<file path="src/design/mipsPkg.sv">
package mipsPkg;

    localparam int XLEN       = 32;
    localparam int REG_ADDR_W = 5;

    localparam logic [XLEN-1:0] RESET_PC = '0;

    // primary opcodes
    localparam logic [5:0] OP_RTYPE = 6'h00;
    localparam logic [5:0] OP_J     = 6'h02;
    localparam logic [5:0] OP_BEQ   = 6'h04;
    localparam logic [5:0] OP_BNE   = 6'h05;
    localparam logic [5:0] OP_ADDIU = 6'h09;
    localparam logic [5:0] OP_ANDI  = 6'h0c;
    localparam logic [5:0] OP_ORI   = 6'h0d;
    localparam logic [5:0] OP_LUI   = 6'h0f;
    localparam logic [5:0] OP_LW    = 6'h23;
    localparam logic [5:0] OP_SW    = 6'h2b;

    // funct field, opcode 0 only
    localparam logic [5:0] FN_SLL  = 6'h00;
    localparam logic [5:0] FN_ADDU = 6'h21;
    localparam logic [5:0] FN_SUBU = 6'h23;
    localparam logic [5:0] FN_AND  = 6'h24;
    localparam logic [5:0] FN_OR   = 6'h25;
    localparam logic [5:0] FN_XOR  = 6'h26;
    localparam logic [5:0] FN_SLT  = 6'h2a;
    localparam logic [5:0] FN_SLTU = 6'h2b;

    typedef enum logic [3:0] {
        ALU_ADD, ALU_SUB, ALU_AND, ALU_OR, ALU_XOR, ALU_SLT, ALU_SLTU, ALU_SLL, ALU_LUI
    } aluOpT;

    typedef enum logic [1:0] {FWD_RF, FWD_MEM, FWD_WB} fwdSelT;

    // BR_NONE has to stay zero so a cleared payload is a bubble
    typedef enum logic [1:0] {BR_NONE, BR_BEQ, BR_BNE, BR_JUMP} branchKindT;

    typedef struct packed {
        logic [XLEN-1:0] pc;
        logic [XLEN-1:0] instr;
    } fetchToDecT;

    typedef struct packed {
        logic [XLEN-1:0]       pc;
        logic [XLEN-1:0]       rsVal;
        logic [XLEN-1:0]       rtVal;
        logic [XLEN-1:0]       imm;
        logic [REG_ADDR_W-1:0] rs;
        logic [REG_ADDR_W-1:0] rt;
        logic [REG_ADDR_W-1:0] dest;
        aluOpT                 aluOp;
        logic                  useImm;
        branchKindT            branchKind;
        logic [XLEN-1:0]       jumpTarget;
        logic                  regWrite;
        logic                  memRead;
        logic                  memWrite;
        logic [4:0]            shamt;
    } decToExT;

    typedef struct packed {
        logic [XLEN-1:0]       pc;
        logic [XLEN-1:0]       aluRes;
        logic [XLEN-1:0]       storeData;
        logic [REG_ADDR_W-1:0] dest;
        logic                  regWrite;
        logic                  memRead;
        logic                  memWrite;
    } exToMemT;

    typedef struct packed {
        logic [XLEN-1:0]       pc;
        logic [XLEN-1:0]       result;
        logic [REG_ADDR_W-1:0] dest;
        logic                  regWrite;
    } memToWbT;

endpackage

</file>
<file path="src/design/stageReg.sv">
`timescale 1ns/1ps

module stageReg #(
    parameter type payloadT = logic
) (
    input  logic    clk,
    input  logic    arstN_i,
    input  logic    stall_i,
    input  logic    flush_i,
    input  logic    valid_i,
    input  payloadT data_i,
    output logic    valid_o,
    output payloadT data_o
);

    always_ff @(posedge clk or negedge arstN_i) begin
        if (!arstN_i) begin
            valid_o <= 1'b0;
            data_o  <= '0;
        end else if (!stall_i) begin  // stall keeps the old contents
            if (flush_i) begin
                valid_o <= 1'b0;
                data_o  <= '0;  // bubble, all flags low
            end else begin
                valid_o <= valid_i;
                data_o  <= data_i;
            end
        end
    end

endmodule

</file>
<file path="src/design/regFile.sv">
`timescale 1ns/1ps

module regFile (
    input  logic                             clk,
    input  logic                             arstN_i,
    input  logic                             we_i,
    input  logic [mipsPkg::REG_ADDR_W-1:0]   waddr_i,
    input  logic [mipsPkg::XLEN-1:0]         wdata_i,
    input  logic [mipsPkg::REG_ADDR_W-1:0]   raddrA_i,
    input  logic [mipsPkg::REG_ADDR_W-1:0]   raddrB_i,
    output logic [mipsPkg::XLEN-1:0]         rdataA_o,
    output logic [mipsPkg::XLEN-1:0]         rdataB_o
);

    logic [mipsPkg::XLEN-1:0] regs [2**mipsPkg::REG_ADDR_W];

    always_ff @(posedge clk or negedge arstN_i) begin
        if (!arstN_i) begin
            for (int i = 0; i < 2**mipsPkg::REG_ADDR_W; i++) begin
                regs[i] <= '0;
            end
        end else if (we_i && waddr_i != '0) begin
            regs[waddr_i] <= wdata_i;
        end
    end

    // writeback in the same cycle goes straight to decode
    assign rdataA_o = (raddrA_i == '0) ? '0 :
                      (we_i && waddr_i == raddrA_i) ? wdata_i : regs[raddrA_i];
    assign rdataB_o = (raddrB_i == '0) ? '0 :
                      (we_i && waddr_i == raddrB_i) ? wdata_i : regs[raddrB_i];

endmodule

</file>
<file path="src/design/instDecoder.sv">
`timescale 1ns/1ps

module instDecoder (
    input  logic [mipsPkg::XLEN-1:0]       instr_i,
    output mipsPkg::aluOpT                 aluOp_o,
    output logic                           useImm_o,
    output logic [mipsPkg::XLEN-1:0]       imm_o,
    output logic [mipsPkg::REG_ADDR_W-1:0] rs_o,
    output logic [mipsPkg::REG_ADDR_W-1:0] rt_o,
    output logic [mipsPkg::REG_ADDR_W-1:0] dest_o,
    output logic                           regWrite_o,
    output logic                           memRead_o,
    output logic                           memWrite_o,
    output mipsPkg::branchKindT            branchKind_o,
    output logic [4:0]                     shamt_o
);

    logic [5:0] opcode;
    logic [5:0] funct;
    logic       zeroExt;  // andi and ori only

    assign opcode  = instr_i[31:26];
    assign funct   = instr_i[5:0];
    assign rs_o    = instr_i[25:21];
    assign rt_o    = instr_i[20:16];
    assign shamt_o = instr_i[10:6];

    always_comb begin
        aluOp_o      = mipsPkg::ALU_ADD;
        useImm_o     = 1'b0;
        dest_o       = instr_i[20:16];
        regWrite_o   = 1'b0;
        memRead_o    = 1'b0;
        memWrite_o   = 1'b0;
        branchKind_o = mipsPkg::BR_NONE;
        zeroExt      = 1'b0;
        case (opcode)
            mipsPkg::OP_RTYPE: begin
                dest_o     = instr_i[15:11];  // rd
                regWrite_o = 1'b1;
                case (funct)
                    mipsPkg::FN_ADDU: aluOp_o = mipsPkg::ALU_ADD;
                    mipsPkg::FN_SUBU: aluOp_o = mipsPkg::ALU_SUB;
                    mipsPkg::FN_AND:  aluOp_o = mipsPkg::ALU_AND;
                    mipsPkg::FN_OR:   aluOp_o = mipsPkg::ALU_OR;
                    mipsPkg::FN_XOR:  aluOp_o = mipsPkg::ALU_XOR;
                    mipsPkg::FN_SLT:  aluOp_o = mipsPkg::ALU_SLT;
                    mipsPkg::FN_SLTU: aluOp_o = mipsPkg::ALU_SLTU;
                    mipsPkg::FN_SLL:  aluOp_o = mipsPkg::ALU_SLL;
                    default:          regWrite_o = 1'b0;  // unknown funct
                endcase
            end
            mipsPkg::OP_ADDIU: begin
                useImm_o   = 1'b1;
                regWrite_o = 1'b1;
            end
            mipsPkg::OP_ANDI: begin
                aluOp_o    = mipsPkg::ALU_AND;
                useImm_o   = 1'b1;
                regWrite_o = 1'b1;
                zeroExt    = 1'b1;
            end
            mipsPkg::OP_ORI: begin
                aluOp_o    = mipsPkg::ALU_OR;
                useImm_o   = 1'b1;
                regWrite_o = 1'b1;
                zeroExt    = 1'b1;
            end
            mipsPkg::OP_LUI: begin
                aluOp_o    = mipsPkg::ALU_LUI;
                useImm_o   = 1'b1;
                regWrite_o = 1'b1;
            end
            mipsPkg::OP_LW: begin
                useImm_o   = 1'b1;
                regWrite_o = 1'b1;
                memRead_o  = 1'b1;
            end
            mipsPkg::OP_SW: begin
                useImm_o   = 1'b1;
                memWrite_o = 1'b1;
            end
            mipsPkg::OP_BEQ: begin
                aluOp_o      = mipsPkg::ALU_SUB;
                branchKind_o = mipsPkg::BR_BEQ;
            end
            mipsPkg::OP_BNE: begin
                aluOp_o      = mipsPkg::ALU_SUB;
                branchKind_o = mipsPkg::BR_BNE;
            end
            mipsPkg::OP_J:  branchKind_o = mipsPkg::BR_JUMP;
            default: ;  // anything else is a no-op
        endcase
    end

    assign imm_o = zeroExt ? {16'b0, instr_i[15:0]} : {{16{instr_i[15]}}, instr_i[15:0]};

endmodule

</file>
<file path="src/design/alu.sv">
`timescale 1ns/1ps

module alu (
    input  mipsPkg::aluOpT           op_i,
    input  logic [mipsPkg::XLEN-1:0] a_i,
    input  logic [mipsPkg::XLEN-1:0] b_i,
    input  logic [4:0]               shamt_i,
    output logic [mipsPkg::XLEN-1:0] result_o,
    output logic                     equal_o
);

    logic lessSigned;
    logic lessUnsigned;

    assign lessSigned   = $signed(a_i) < $signed(b_i);
    assign lessUnsigned = a_i < b_i;

    always_comb begin
        case (op_i)
            mipsPkg::ALU_ADD:  result_o = a_i + b_i;
            mipsPkg::ALU_SUB:  result_o = a_i - b_i;
            mipsPkg::ALU_AND:  result_o = a_i & b_i;
            mipsPkg::ALU_OR:   result_o = a_i | b_i;
            mipsPkg::ALU_XOR:  result_o = a_i ^ b_i;
            mipsPkg::ALU_SLT:  result_o = {{(mipsPkg::XLEN-1){1'b0}}, lessSigned};
            mipsPkg::ALU_SLTU: result_o = {{(mipsPkg::XLEN-1){1'b0}}, lessUnsigned};
            mipsPkg::ALU_SLL:  result_o = b_i << shamt_i;  // sll shifts rt
            mipsPkg::ALU_LUI:  result_o = {b_i[15:0], 16'b0};
            default:           result_o = '0;
        endcase
    end

    // rs against rt for beq and bne
    assign equal_o = (a_i == b_i);

endmodule

</file>
<file path="src/design/hazardUnit.sv">
`timescale 1ns/1ps

module hazardUnit (
    input  logic [mipsPkg::REG_ADDR_W-1:0] rsD_i,
    input  logic [mipsPkg::REG_ADDR_W-1:0] rtD_i,
    input  logic [mipsPkg::REG_ADDR_W-1:0] rsE_i,
    input  logic [mipsPkg::REG_ADDR_W-1:0] rtE_i,
    input  logic [mipsPkg::REG_ADDR_W-1:0] destE_i,
    input  logic                           memReadE_i,
    input  logic [mipsPkg::REG_ADDR_W-1:0] destM_i,
    input  logic                           regWriteM_i,
    input  logic [mipsPkg::REG_ADDR_W-1:0] destW_i,
    input  logic                           regWriteW_i,
    input  logic                           redirectE_i,
    output mipsPkg::fwdSelT                fwdA_o,
    output mipsPkg::fwdSelT                fwdB_o,
    output logic                           stallFD_o,
    output logic                           flushDE_o,
    output logic                           flushFD_o
);

    logic loadUse;

    // memory stage is younger, so it is checked first
    function automatic mipsPkg::fwdSelT pickSrc(
        input logic [mipsPkg::REG_ADDR_W-1:0] src,
        input logic [mipsPkg::REG_ADDR_W-1:0] destM,
        input logic                           writeM,
        input logic [mipsPkg::REG_ADDR_W-1:0] destW,
        input logic                           writeW
    );
        if (src == '0) begin
            return mipsPkg::FWD_RF;
        end
        if (writeM && destM == src) begin
            return mipsPkg::FWD_MEM;
        end
        if (writeW && destW == src) begin
            return mipsPkg::FWD_WB;
        end
        return mipsPkg::FWD_RF;
    endfunction

    assign fwdA_o = pickSrc(rsE_i, destM_i, regWriteM_i, destW_i, regWriteW_i);
    assign fwdB_o = pickSrc(rtE_i, destM_i, regWriteM_i, destW_i, regWriteW_i);

    assign loadUse = memReadE_i && (destE_i != '0) &&
                     (destE_i == rsD_i || destE_i == rtD_i);

    // a redirect squashes the consumer anyway
    assign stallFD_o = loadUse && !redirectE_i;
    assign flushFD_o = redirectE_i;
    assign flushDE_o = redirectE_i || loadUse;  // bubble into execute

endmodule

</file>
<file path="src/design/mipsCore.sv">
`timescale 1ns/1ps

module mipsCore (
    input  logic                           clk,
    input  logic                           arstN_i,
    output logic [mipsPkg::XLEN-1:0]       instAddr_o,
    input  logic [mipsPkg::XLEN-1:0]       instRdata_i,
    output logic                           memEn_o,
    output logic                           memWe_o,
    output logic [mipsPkg::XLEN-1:0]       memAddr_o,
    output logic [mipsPkg::XLEN-1:0]       memWdata_o,
    input  logic [mipsPkg::XLEN-1:0]       memRdata_i,
    output logic                           dbgWbValid_o,
    output logic [mipsPkg::XLEN-1:0]       dbgWbPc_o,
    output logic                           dbgWbWen_o,
    output logic [mipsPkg::REG_ADDR_W-1:0] dbgWbNum_o,
    output logic [mipsPkg::XLEN-1:0]       dbgWbData_o
);

    logic [mipsPkg::XLEN-1:0] pcF, pcNextF;
    mipsPkg::fetchToDecT      fetchF, fetchD;
    logic                     validD, validE, validM, validW;

    mipsPkg::aluOpT                 aluOpD;
    mipsPkg::branchKindT            branchKindD;
    logic                           useImmD, regWriteD, memReadD, memWriteD;
    logic [mipsPkg::XLEN-1:0]       immD, rsValD, rtValD;
    logic [mipsPkg::REG_ADDR_W-1:0] rsD, rtD, destD;
    logic [4:0]                     shamtD;
    mipsPkg::decToExT               decD, exE;

    mipsPkg::fwdSelT          fwdA, fwdB;
    logic [mipsPkg::XLEN-1:0] srcAE, rtFwdE, srcBE, aluResE, redirectPcE;
    logic                     equalE, takenE, redirectE;
    mipsPkg::exToMemT         exOutE, memM;

    logic [mipsPkg::XLEN-1:0] resultM;
    mipsPkg::memToWbT         memOutM, wbW;
    logic                     regWriteM, regWriteW;
    logic                     stallFD, flushFD, flushDE;

    function automatic logic [mipsPkg::XLEN-1:0] fwdMux(
        input mipsPkg::fwdSelT          sel,
        input logic [mipsPkg::XLEN-1:0] rfVal,
        input logic [mipsPkg::XLEN-1:0] memVal,
        input logic [mipsPkg::XLEN-1:0] wbVal
    );
        case (sel)
            mipsPkg::FWD_MEM: return memVal;
            mipsPkg::FWD_WB:  return wbVal;
            default:          return rfVal;
        endcase
    endfunction

    // fetch
    assign pcNextF    = redirectE ? redirectPcE : pcF + 32'd4;
    assign instAddr_o = pcF;
    assign fetchF     = '{pc: pcF, instr: instRdata_i};

    always_ff @(posedge clk or negedge arstN_i) begin
        if (!arstN_i) begin
            pcF <= mipsPkg::RESET_PC;
        end else if (!stallFD) begin
            pcF <= pcNextF;
        end
    end

    stageReg #(.payloadT(mipsPkg::fetchToDecT)) fdReg (
        .clk(clk), .arstN_i(arstN_i), .stall_i(stallFD), .flush_i(flushFD),
        .valid_i(1'b1), .data_i(fetchF), .valid_o(validD), .data_o(fetchD)
    );

    // decode
    instDecoder decoder0 (
        .instr_i(fetchD.instr), .aluOp_o(aluOpD), .useImm_o(useImmD), .imm_o(immD),
        .rs_o(rsD), .rt_o(rtD), .dest_o(destD), .regWrite_o(regWriteD),
        .memRead_o(memReadD), .memWrite_o(memWriteD), .branchKind_o(branchKindD),
        .shamt_o(shamtD)
    );

    regFile rf0 (
        .clk(clk), .arstN_i(arstN_i), .we_i(regWriteW), .waddr_i(wbW.dest),
        .wdata_i(wbW.result), .raddrA_i(rsD), .raddrB_i(rtD),
        .rdataA_o(rsValD), .rdataB_o(rtValD)
    );

    always_comb begin
        decD.pc         = fetchD.pc;
        decD.rsVal      = rsValD;
        decD.rtVal      = rtValD;
        decD.imm        = immD;
        decD.rs         = rsD;
        decD.rt         = rtD;
        decD.dest       = destD;
        decD.aluOp      = aluOpD;
        decD.useImm     = useImmD;
        decD.branchKind = branchKindD;
        decD.regWrite   = regWriteD;
        decD.memRead    = memReadD;
        decD.memWrite   = memWriteD;
        decD.shamt      = shamtD;
        decD.jumpTarget = {fetchD.pc[31:28] , fetchD.instr[25:0], 2'b00};  // j region of pc
    end

    stageReg #(.payloadT(mipsPkg::decToExT)) deReg (
        .clk(clk), .arstN_i(arstN_i), .stall_i(1'b0), .flush_i(flushDE),
        .valid_i(validD), .data_i(decD), .valid_o(validE), .data_o(exE)
    );

    // execute
    assign srcAE  = fwdMux(fwdA, exE.rsVal, resultM, wbW.result);
    assign rtFwdE = fwdMux(fwdB, exE.rtVal, resultM, wbW.result);
    assign srcBE  = exE.useImm ? exE.imm : rtFwdE;

    alu alu0 (
        .op_i(exE.aluOp), .a_i(srcAE), .b_i(srcBE), .shamt_i(exE.shamt),
        .result_o(aluResE), .equal_o(equalE)
    );

    always_comb begin
        case (exE.branchKind)
            mipsPkg::BR_BEQ:  takenE = equalE;
            mipsPkg::BR_BNE:  takenE = !equalE;
            mipsPkg::BR_JUMP: takenE = 1'b1;
            default:          takenE = 1'b0;
        endcase
    end

    assign redirectE   = validE && takenE;
    assign redirectPcE = (exE.branchKind == mipsPkg::BR_JUMP) ? exE.jumpTarget :
                         exE.pc + 32'd4 + {exE.imm[29:0], 2'b00};

    assign exOutE = '{pc: exE.pc, aluRes: aluResE, storeData: rtFwdE, dest: exE.dest,
                      regWrite: exE.regWrite, memRead: exE.memRead, memWrite: exE.memWrite};

    stageReg #(.payloadT(mipsPkg::exToMemT)) emReg (
        .clk(clk), .arstN_i(arstN_i), .stall_i(1'b0), .flush_i(1'b0),
        .valid_i(validE), .data_i(exOutE), .valid_o(validM), .data_o(memM)
    );

    // memory, word accesses only
    assign memEn_o    = validM && (memM.memRead || memM.memWrite);
    assign memWe_o    = validM && memM.memWrite;
    assign memAddr_o  = memM.aluRes;
    assign memWdata_o = memM.storeData;
    assign resultM    = memM.memRead ? memRdata_i : memM.aluRes;
    assign regWriteM  = validM && memM.regWrite;

    assign memOutM = '{pc: memM.pc, result: resultM, dest: memM.dest, regWrite: memM.regWrite};

    stageReg #(.payloadT(mipsPkg::memToWbT)) mwReg (
        .clk(clk), .arstN_i(arstN_i), .stall_i(1'b0), .flush_i(1'b0),
        .valid_i(validM), .data_i(memOutM), .valid_o(validW), .data_o(wbW)
    );

    // writeback and trace
    assign regWriteW    = validW && wbW.regWrite;
    assign dbgWbValid_o = validW;
    assign dbgWbPc_o    = wbW.pc;
    assign dbgWbWen_o   = regWriteW && (wbW.dest != '0);  // r0 never shows as written
    assign dbgWbNum_o   = wbW.dest;
    assign dbgWbData_o  = wbW.result;

    hazardUnit hazard0 (
        .rsD_i(rsD), .rtD_i(rtD), .rsE_i(exE.rs), .rtE_i(exE.rt),
        .destE_i(exE.dest), .memReadE_i(exE.memRead),
        .destM_i(memM.dest), .regWriteM_i(regWriteM),
        .destW_i(wbW.dest), .regWriteW_i(regWriteW),
        .redirectE_i(redirectE), .fwdA_o(fwdA), .fwdB_o(fwdB),
        .stallFD_o(stallFD), .flushDE_o(flushDE), .flushFD_o(flushFD)
    );

endmodule

</file>
<file path="config.mk">
export PLATFORM = sky130hd
export DESIGN_NAME = mipsCore
export DESIGN_NICKNAME = d
export VERILOG_FILES = /design/src/design/mipsPkg.sv /design/src/design/stageReg.sv /design/src/design/regFile.sv /design/src/design/instDecoder.sv /design/src/design/alu.sv /design/src/design/hazardUnit.sv /design/src/design/mipsCore.sv
export SDC_FILE = /design/constraint.sdc
export NUM_CORES = 2
export LEC_CHECK = 0
export BUFFER_PORTS_ARGS = -buffer_cell sky130_fd_sc_hd__buf_2
export CAP_MARGIN = 5
export CORE_MARGIN = 4
export CORE_UTILIZATION = 40
export CTS_CLUSTER_DIAMETER = 100
export DETAILED_ROUTE_END_ITERATION = 6
export SETUP_SLACK_MARGIN = 0.1
export SYNTH_ARGS = -nofsm -noshare
export SYNTH_HDL_FRONTEND = slang
export SYNTH_HIERARCHICAL = 1
export SYNTH_SLANG_ARGS = --single-unit
</file>
<file path="constraint.sdc">
create_clock -name clk -period 18.15 [get_ports clk]
set_input_delay 2.7225 -clock clk [delete_from_list [all_inputs] [get_ports clk]]
set_output_delay 2.7225 -clock clk [all_outputs]
set_load 0.02 [all_outputs]
</file>
-- After elaboration in Yosys (flattened, before gate mapping)
Index checks and enable logic that the tools add are counted.
- register bits: 1488
- logic and storage cells: 218
- input port bits: 66
- bitwise logic cells: 6
- reduce and logical (&&, ||, !) cells: 35
- order comparisons: 6
- shifts and indexed selects: 1
- mux-type cells: 60
- eq/ne operators: 40
- add/subtract/negate cells: 5
- operator list (cell ; count):
    1024-bit bitwise mux ; 1
    32-bit two-way mux ; 14
    32-bit binary-select mux with 5-bit select ; 2
    32-bit one-hot mux with 9 select lines ; 1
    190-bit two-way mux ; 1
    32-bit demux with 5-bit select ; 1
    32-bit one-hot mux with 2 select lines ; 2
    32-bit by 3-bit adder with 32-bit output, second input constant ; 2
    32-bit adder ; 2
    32-bit less-than comparator ; 2
    64-bit two-way mux ; 1
    6-bit equality test, second input constant ; 9
    5-bit equality test ; 8
    32-bit bitwise AND ; 1
    32-bit equality test ; 1
    32-bit bitwise OR ; 1
    32-bit by 5-bit << shifter with 32-bit output ; 1
    32-bit subtractor ; 1
    32-bit XOR ; 1
    6-bit by 4-bit equality test with 1-bit output, second input constant ; 4
    2-bit two-way mux ; 12
    3-bit one-hot mux with 7 select lines ; 1
    5-bit zero test ; 4
    4-bit one-hot mux with 5 select lines ; 1
    other kinds (26) ; 79

-- Depth between registers and ports, before layout
- depth after elaboration: 18
- gate-level depth with buffers: 31
- depth with buffers taken out: 25

-- By module
The synthesis kept the hierarchy.
- modules (own cells, without submodules) (module ; area each (um2) ; seq. area each (um2) ; cells each ; instances):
    regFile ; 55424.4 ; 25624.6 ; 3907 ; 1
    stageReg at deReg ; 7971.4 ; 4779.6 ; 826 ; 1
    alu ; 6907.9 ; 0.0 ; 1010 ; 1
    mipsCore ; 6079.6 ; 800.8 ; 831 ; 1
    stageReg at emReg ; 4469.3 ; 2627.5 ; 453 ; 1
    stageReg at mwReg ; 3009.1 ; 1776.7 ; 305 ; 1
    stageReg at fdReg ; 2715.1 ; 1626.6 ; 280 ; 1
    instDecoder ; 775.7 ; 0.0 ; 109 ; 1
    hazardUnit ; 417.9 ; 0.0 ; 56 ; 1

-- Worst setup path after synthesis
Ideal clock, no wire load.
- path type: input -> register
- start point: in memRdata_i[13] in the netlist's numbering
- end point: reg pcF, in the netlist instAddr_o[31]
- setup time: 0.139 ns
- data arrival time: 7.498 ns
- setup slack: 10.514 ns
- data required time: 18.011 ns
- cell stages on the path: 23
- path through: mux2_2 > a22oi_1 > o21ai_0 > mux2_2 > inv_1 > ha_1 > buf_2 > or3_4 > or2_1 > buf_6 > nor4_1 > and3_1 > mux2_2 > nand2_1 > inv_1 > clkbuf_1 > nor3_1 > clkbuf_1 > inv_1 > and3_1 > nand2_1 > o311ai_1 > or4b_1
- word-level cells in the longest chain between the ends: 9
- ends and longest elaborated chain (item ; RTL line ; RTL):
    start: declaration ; mipsCore.sv:12 ; input logic [mipsPkg::XLEN-1:0] memRdata_i,
    32-bit two-way mux (*) ; mipsCore.sv:146 ; assign resultM = memM.memRead ? memRdata_i : memM.aluRes;
    32-bit one-hot mux with 2 select lines (*) ; mipsCore.sv:48 ; case (sel)
    named net rtFwdE (one bit) ; mipsCore.sv:33 ; logic [mipsPkg::XLEN-1:0] srcAE, rtFwdE, srcBE, aluResE, redirectPcE;
    32-bit two-way mux (*) ; mipsCore.sv:113 ; assign srcBE = exE.useImm ? exE.imm : rtFwdE;
    named net srcBE (one bit) ; mipsCore.sv:33 ;
    32-bit equality test (*) ; alu.sv:34 ; assign equal_o = (a_i == b_i);
    named net equalE ; mipsCore.sv:34 ; logic equalE, takenE, redirectE;
    1-bit zero test ; mipsCore.sv:123 ; mipsPkg::BR_BNE: takenE = !equalE;
    1-bit one-hot mux with 3 select lines (*) ; mipsCore.sv:121 ; case (exE.branchKind)
    1-bit logical AND (*) ; mipsCore.sv:129 ; assign redirectE = validE && takenE;
    named net redirectE ; mipsCore.sv:34 ;
    1-bit zero test (*) ; hazardUnit.sv:51 ; assign stallFD_o = loadUse && !redirectE_i;
    1-bit logical AND (*) ; hazardUnit.sv:51 ;
    named net stallFD ; mipsCore.sv:40 ; logic stallFD, flushFD, flushDE;
    end signal: assignment ; mipsCore.sv:62 ; pcF <= mipsPkg::RESET_PC;
    end signal: assignment ; mipsCore.sv:64 ; pcF <= pcNextF;
    end: declaration ; mipsCore.sv:20 ; logic [mipsPkg::XLEN-1:0] pcF, pcNextF;
The timed path passes the listed nets; every way through them passes the cells marked *.
A chain may end at the register's enable or synchronous reset.

-- Worst setup path after layout
- start point: reg mwReg/data_o[4] in the netlist's numbering
- end point: reg pcF, in the netlist instAddr_o[29]
- RTL lines (item ; RTL line ; RTL):
    start: declaration ; stageReg.sv:13 ; output payloadT data_o
    start signal: assignment ; stageReg.sv:26 ; data_o <= data_i;
    5-bit equality test (*) ; hazardUnit.sv:38 ; if (writeW && destW == src) begin
    1-bit logical AND (*) ; hazardUnit.sv:38 ;
    1-bit two-way mux (2 in series) ; hazardUnit.sv:38 ;
    1-bit two-way mux ; hazardUnit.sv:35 ; if (writeM && destM == src) begin
    2-bit two-way mux (*) ; hazardUnit.sv:41 ; return mipsPkg::FWD_RF;
    2-bit two-way mux (*) ; hazardUnit.sv:38 ;
    2-bit two-way mux (*) ; hazardUnit.sv:35 ;
    named net fwdA[1] ; mipsCore.sv:32 ; mipsPkg::fwdSelT fwdA, fwdB;
    [2 not listed] ; -- ;
    named net srcAE (one bit) ; mipsCore.sv:33 ;
    32-bit equality test (*) ; alu.sv:34 ;
    named net equalE ; mipsCore.sv:34 ;
    1-bit zero test ; mipsCore.sv:123 ;
    1-bit one-hot mux with 3 select lines (*) ; mipsCore.sv:121 ;
    1-bit logical AND (*) ; mipsCore.sv:129 ;
    1-bit zero test (*) ; hazardUnit.sv:51 ;
    1-bit logical AND (*) ; hazardUnit.sv:51 ;
    named net stallFD ; mipsCore.sv:40 ;
The timed path passes the listed nets; every way through them passes the cells marked *. The select of a mux whose other input is x is not followed.

==> impl_metrics.toml <==
[outcome]
status = "finished, final reports clean"

[synthesis]
synth_edf_count = 0
synthArstFlopShare_pct = 100
synthTopCellsByArea = "dfrtp_1 (42%), mux2_2 (14%), mux4_2 (11%), nand2b_1 (3.2%), o21ai_0 (3.1%)"
synth_seq_cells = 1488
syn_area_mm2 = 0.0878
synth_cell_type_count = 113
synth_seq_area_share_pct = 42.4
yosysTopAreaCell = "dfrtp_1"
synthFlopType = "dfrtp_1"
synth_top_area_share_pct = 42.4
synthCells = 7777
yosysWarningCount = 6
avgSynthCellArea_um2 = 11.3

[timing]
rsz0062_at_grt = "no"
setup_viol = 0
fin_worst_skew_ns = 0.0452
setup_tns_ns = 0
fin_ws_ns = 8.73
min_period_ns = 9.42
hold_violations = 0
post-route-period-util_pct = 51.9
worstMarginPinSlew_ns = 1.32
drv_slew = 0
slew_headroom_pct = 11.9
fmax_ghz = 0.106

[placed_design]
dp_slack_ns = 8.42
dpl.hpwl_mm = 219
gp_congestion = 1.01
dpl.cell_count = 10296
io_buffers = 234

[floorplanning]
die_w_um = 476
initial_core_util_pct = 40.3
dieArea_mm2 = 0.227
rows = 171
coreArea_mm2 = 0.218
die_h_um = 476
ios = 235

[global_route]
grt_overflow = 0
grt_pass1_wl_mm = 483
antenna_found_initial = 24
grtUsageTotal_pct = 28.7
grt_max_degree = 194
grt_pass1_vias = 66479

[critical_path]
cp_common_cell = "buf_4"
cp_top_family = "simple AND/OR/NAND/NOR gates"
worst_setup_path_end_kind = "flip-flop"
critPathBufInv = 6
crit_path_start_kind = "flip-flop"
worst_path_max_delay_cell = "nor4_1"
crit_type = "flip-flop to flip-flop"
critPathMaxFanout = 102
worstPathArrival_ns = 10.12
cp_cell_sequence = "xnor2_1, nand4_1, nor4b_1, ha_2, buf_4, nand2_1, o21ai_0, inv_1, ha_1, or3_4, or2_1, nor4_1, and3_1, mux2_2, nand2_1, buf_4, inv_2, nor3_2, buf_4, buf_4, nor2_1, o22ai_1, o211ai_1"
cp_data_required_time_ns = 18.85
cpPeakStageDelay_ns = 0.98

[power_and_ir_drop]
pwr-share-comb_pct = 18.5
p_per_area_mw_per_mm2 = 93.6
power_leakage_uw = 0.0432
swShare_pct = 31.6
clockPowerShare_pct = 40.1
p_switching_uw = 2850
power_frac_seq_pct = 41.5
intPower_uw = 6160
peakVddDrop_v = 0.0000852

[detailed_routing]
antenna_left = 0
wl_per_cell_um = 31.5
drtIter0Drc = 8077
drc_errors = 0
vias_per_cell = 6.37
dr.pass1.iters = 7
via_count = 67604
wirelength_mm = 334

[clock_network]
htree_levels = 4
cts_resized = 0
path_clk_slew_ns = 0.06
root_buffer = "clkbuf_16"
cts_hold_buf = 0
cts_made_buffers = 165
insertion_delay_ns = 0.85
cts_tree = "done"
post-cts-setup-buffers = 0
clock-sinks = 1488
cts_buffer_depth = 3

[final_layout]
mostFrequentLayoutCell = "dfrtp_1"
num-nets-final = 7836
final_core_util_pct = 44.2
area_growth_pct = 9.64
finalNonFillerCells = 10605
final_cell_mix = "dfrtp_1 (1,477), mux2_2 (1,122), nand2_1 (695), o21ai_0 (537), nand2b_1 (448)"
layout-drive-gt1-share_pct = 30.1

[flow_run]
max-cap-violations = 0

[min_path]
min_path_type = "flip-flop to flip-flop"
[cells in the mapped netlist, drive strengths merged, types with 31 or more instances]
library cell	count
xor2	32
a211oi	53
a21o	31
a221oi	72
clkbuf	399
nand2b	455
ha	158
nor4	43
a21oi	201
o21ai	712
buf	360
dfrtp	1488
mux2	1122
o211ai	32
a22oi	135
nor2	231
mux2i	220
inv	125
mux4	425
o22ai	86
nor2b	41
xnor2	44
nand3	77
nor3	66
nand2	712
a31oi	41
[cell type report]
class                           count  area, µm²
Fill cell                       20177     122000
Multi-Input combinational cell   5431      46600
Sequential cell                  1488      37300
Clock buffer                      245       4930
Tap cell                         2854       3570
Timing Repair Buffer              395       2470
Clock inverter                     57        922
Inverter                          128        480
Antenna cell                        7       17.5
[worst paths after layout]
path                                        startpoint  slack (ns)                      endpoint  depth (start not counted)
setup / recovery           mwReg/data_o[4]$_DFFE_PN0N_        8.73    instAddr_o[29]$_DFFE_PN0N_                         23
hold reg to reg             rf0/regs[1004]$_DFFE_PN0P_        0.39    rf0/regs[1004]$_DFFE_PN0P_                          0
max in group asynchronous                      arstN_i       12.47     rf0/regs[182]$_DFFE_PN0P_                          5
min in group asynchronous                      arstN_i        1.82  fdReg/data_o[14]$_DFFE_PN0N_                          1
setup reg to reg           mwReg/data_o[4]$_DFFE_PN0N_        8.73    instAddr_o[29]$_DFFE_PN0N_                         23
hold / removal              rf0/regs[1004]$_DFFE_PN0P_        0.39    rf0/regs[1004]$_DFFE_PN0P_                          0
[flip-flops by register name, indices dropped and copies added (netlist names), 32 cells and up]
| register | count |
|---|---|
| rf0/regs | 1024 |
| deReg/data_o | 190 |
| emReg/data_o | 104 |
| mwReg/data_o | 70 |
| fdReg/data_o | 64 |
| instAddr_o | 32 |
[power by group through the flow]
stage                     Clock, µW  Sequential (µW)  Combinational [µW]
after floorplan                   0             3730                 975
after global placement            0             3790                1600
final                          3610             3740                1660
after detailed placement          0             3790                1610
after CTS                      3670             3730                1620
after global routing           3810             3750                1790
[through the flow]
stage | instance area, µm² | power [µW] | hold slack (ns)
floorplan | 87900 | 4710 | 0.438
global placement | 90400 | 5390 | 0.376
detailed placement | 90400 | 5400 | 0.384
CTS | 96200 | 9010 | 0.397
global route | 96200 | 9340 | 0.407
finish | 96200 | 9010 | 0.392
[routing by layer]
layer  vias up  part of all wire, %  global-route usage (%)
met5         -               0.0069                       0
met4         6                  5.8                    14.6
met3       833                  9.7                    6.69
met2      3627                   44                    43.2
met1     34987                   40                    38.7
li1      28151                    -                       -
[cells by family after synthesis]
group	synth area share [%]
other	0.00856
flip-flops	42.4
buffers and inverters	5.01
multiplexers	27.8
adder cells (fa/ha/maj)	2.32
XOR/XNOR	0.758
AND/OR/NAND/NOR	10.1
AO/OA/AOI/OAI	11.5
[worst register-to-register path, delay by kind of cell (launching register included)]
kind                       cells  cell delay, ns
AOI/OAI and AO/OA              3            0.57
xor gates and xnor gates       1            0.20
adders and majority gates      2            0.72
buffers and inverters          6            2.90
DFF                            1            0.72
muxes                          1            0.36
and+or+nand+nor               10            3.85
Power figures use the tool's default switching activity.
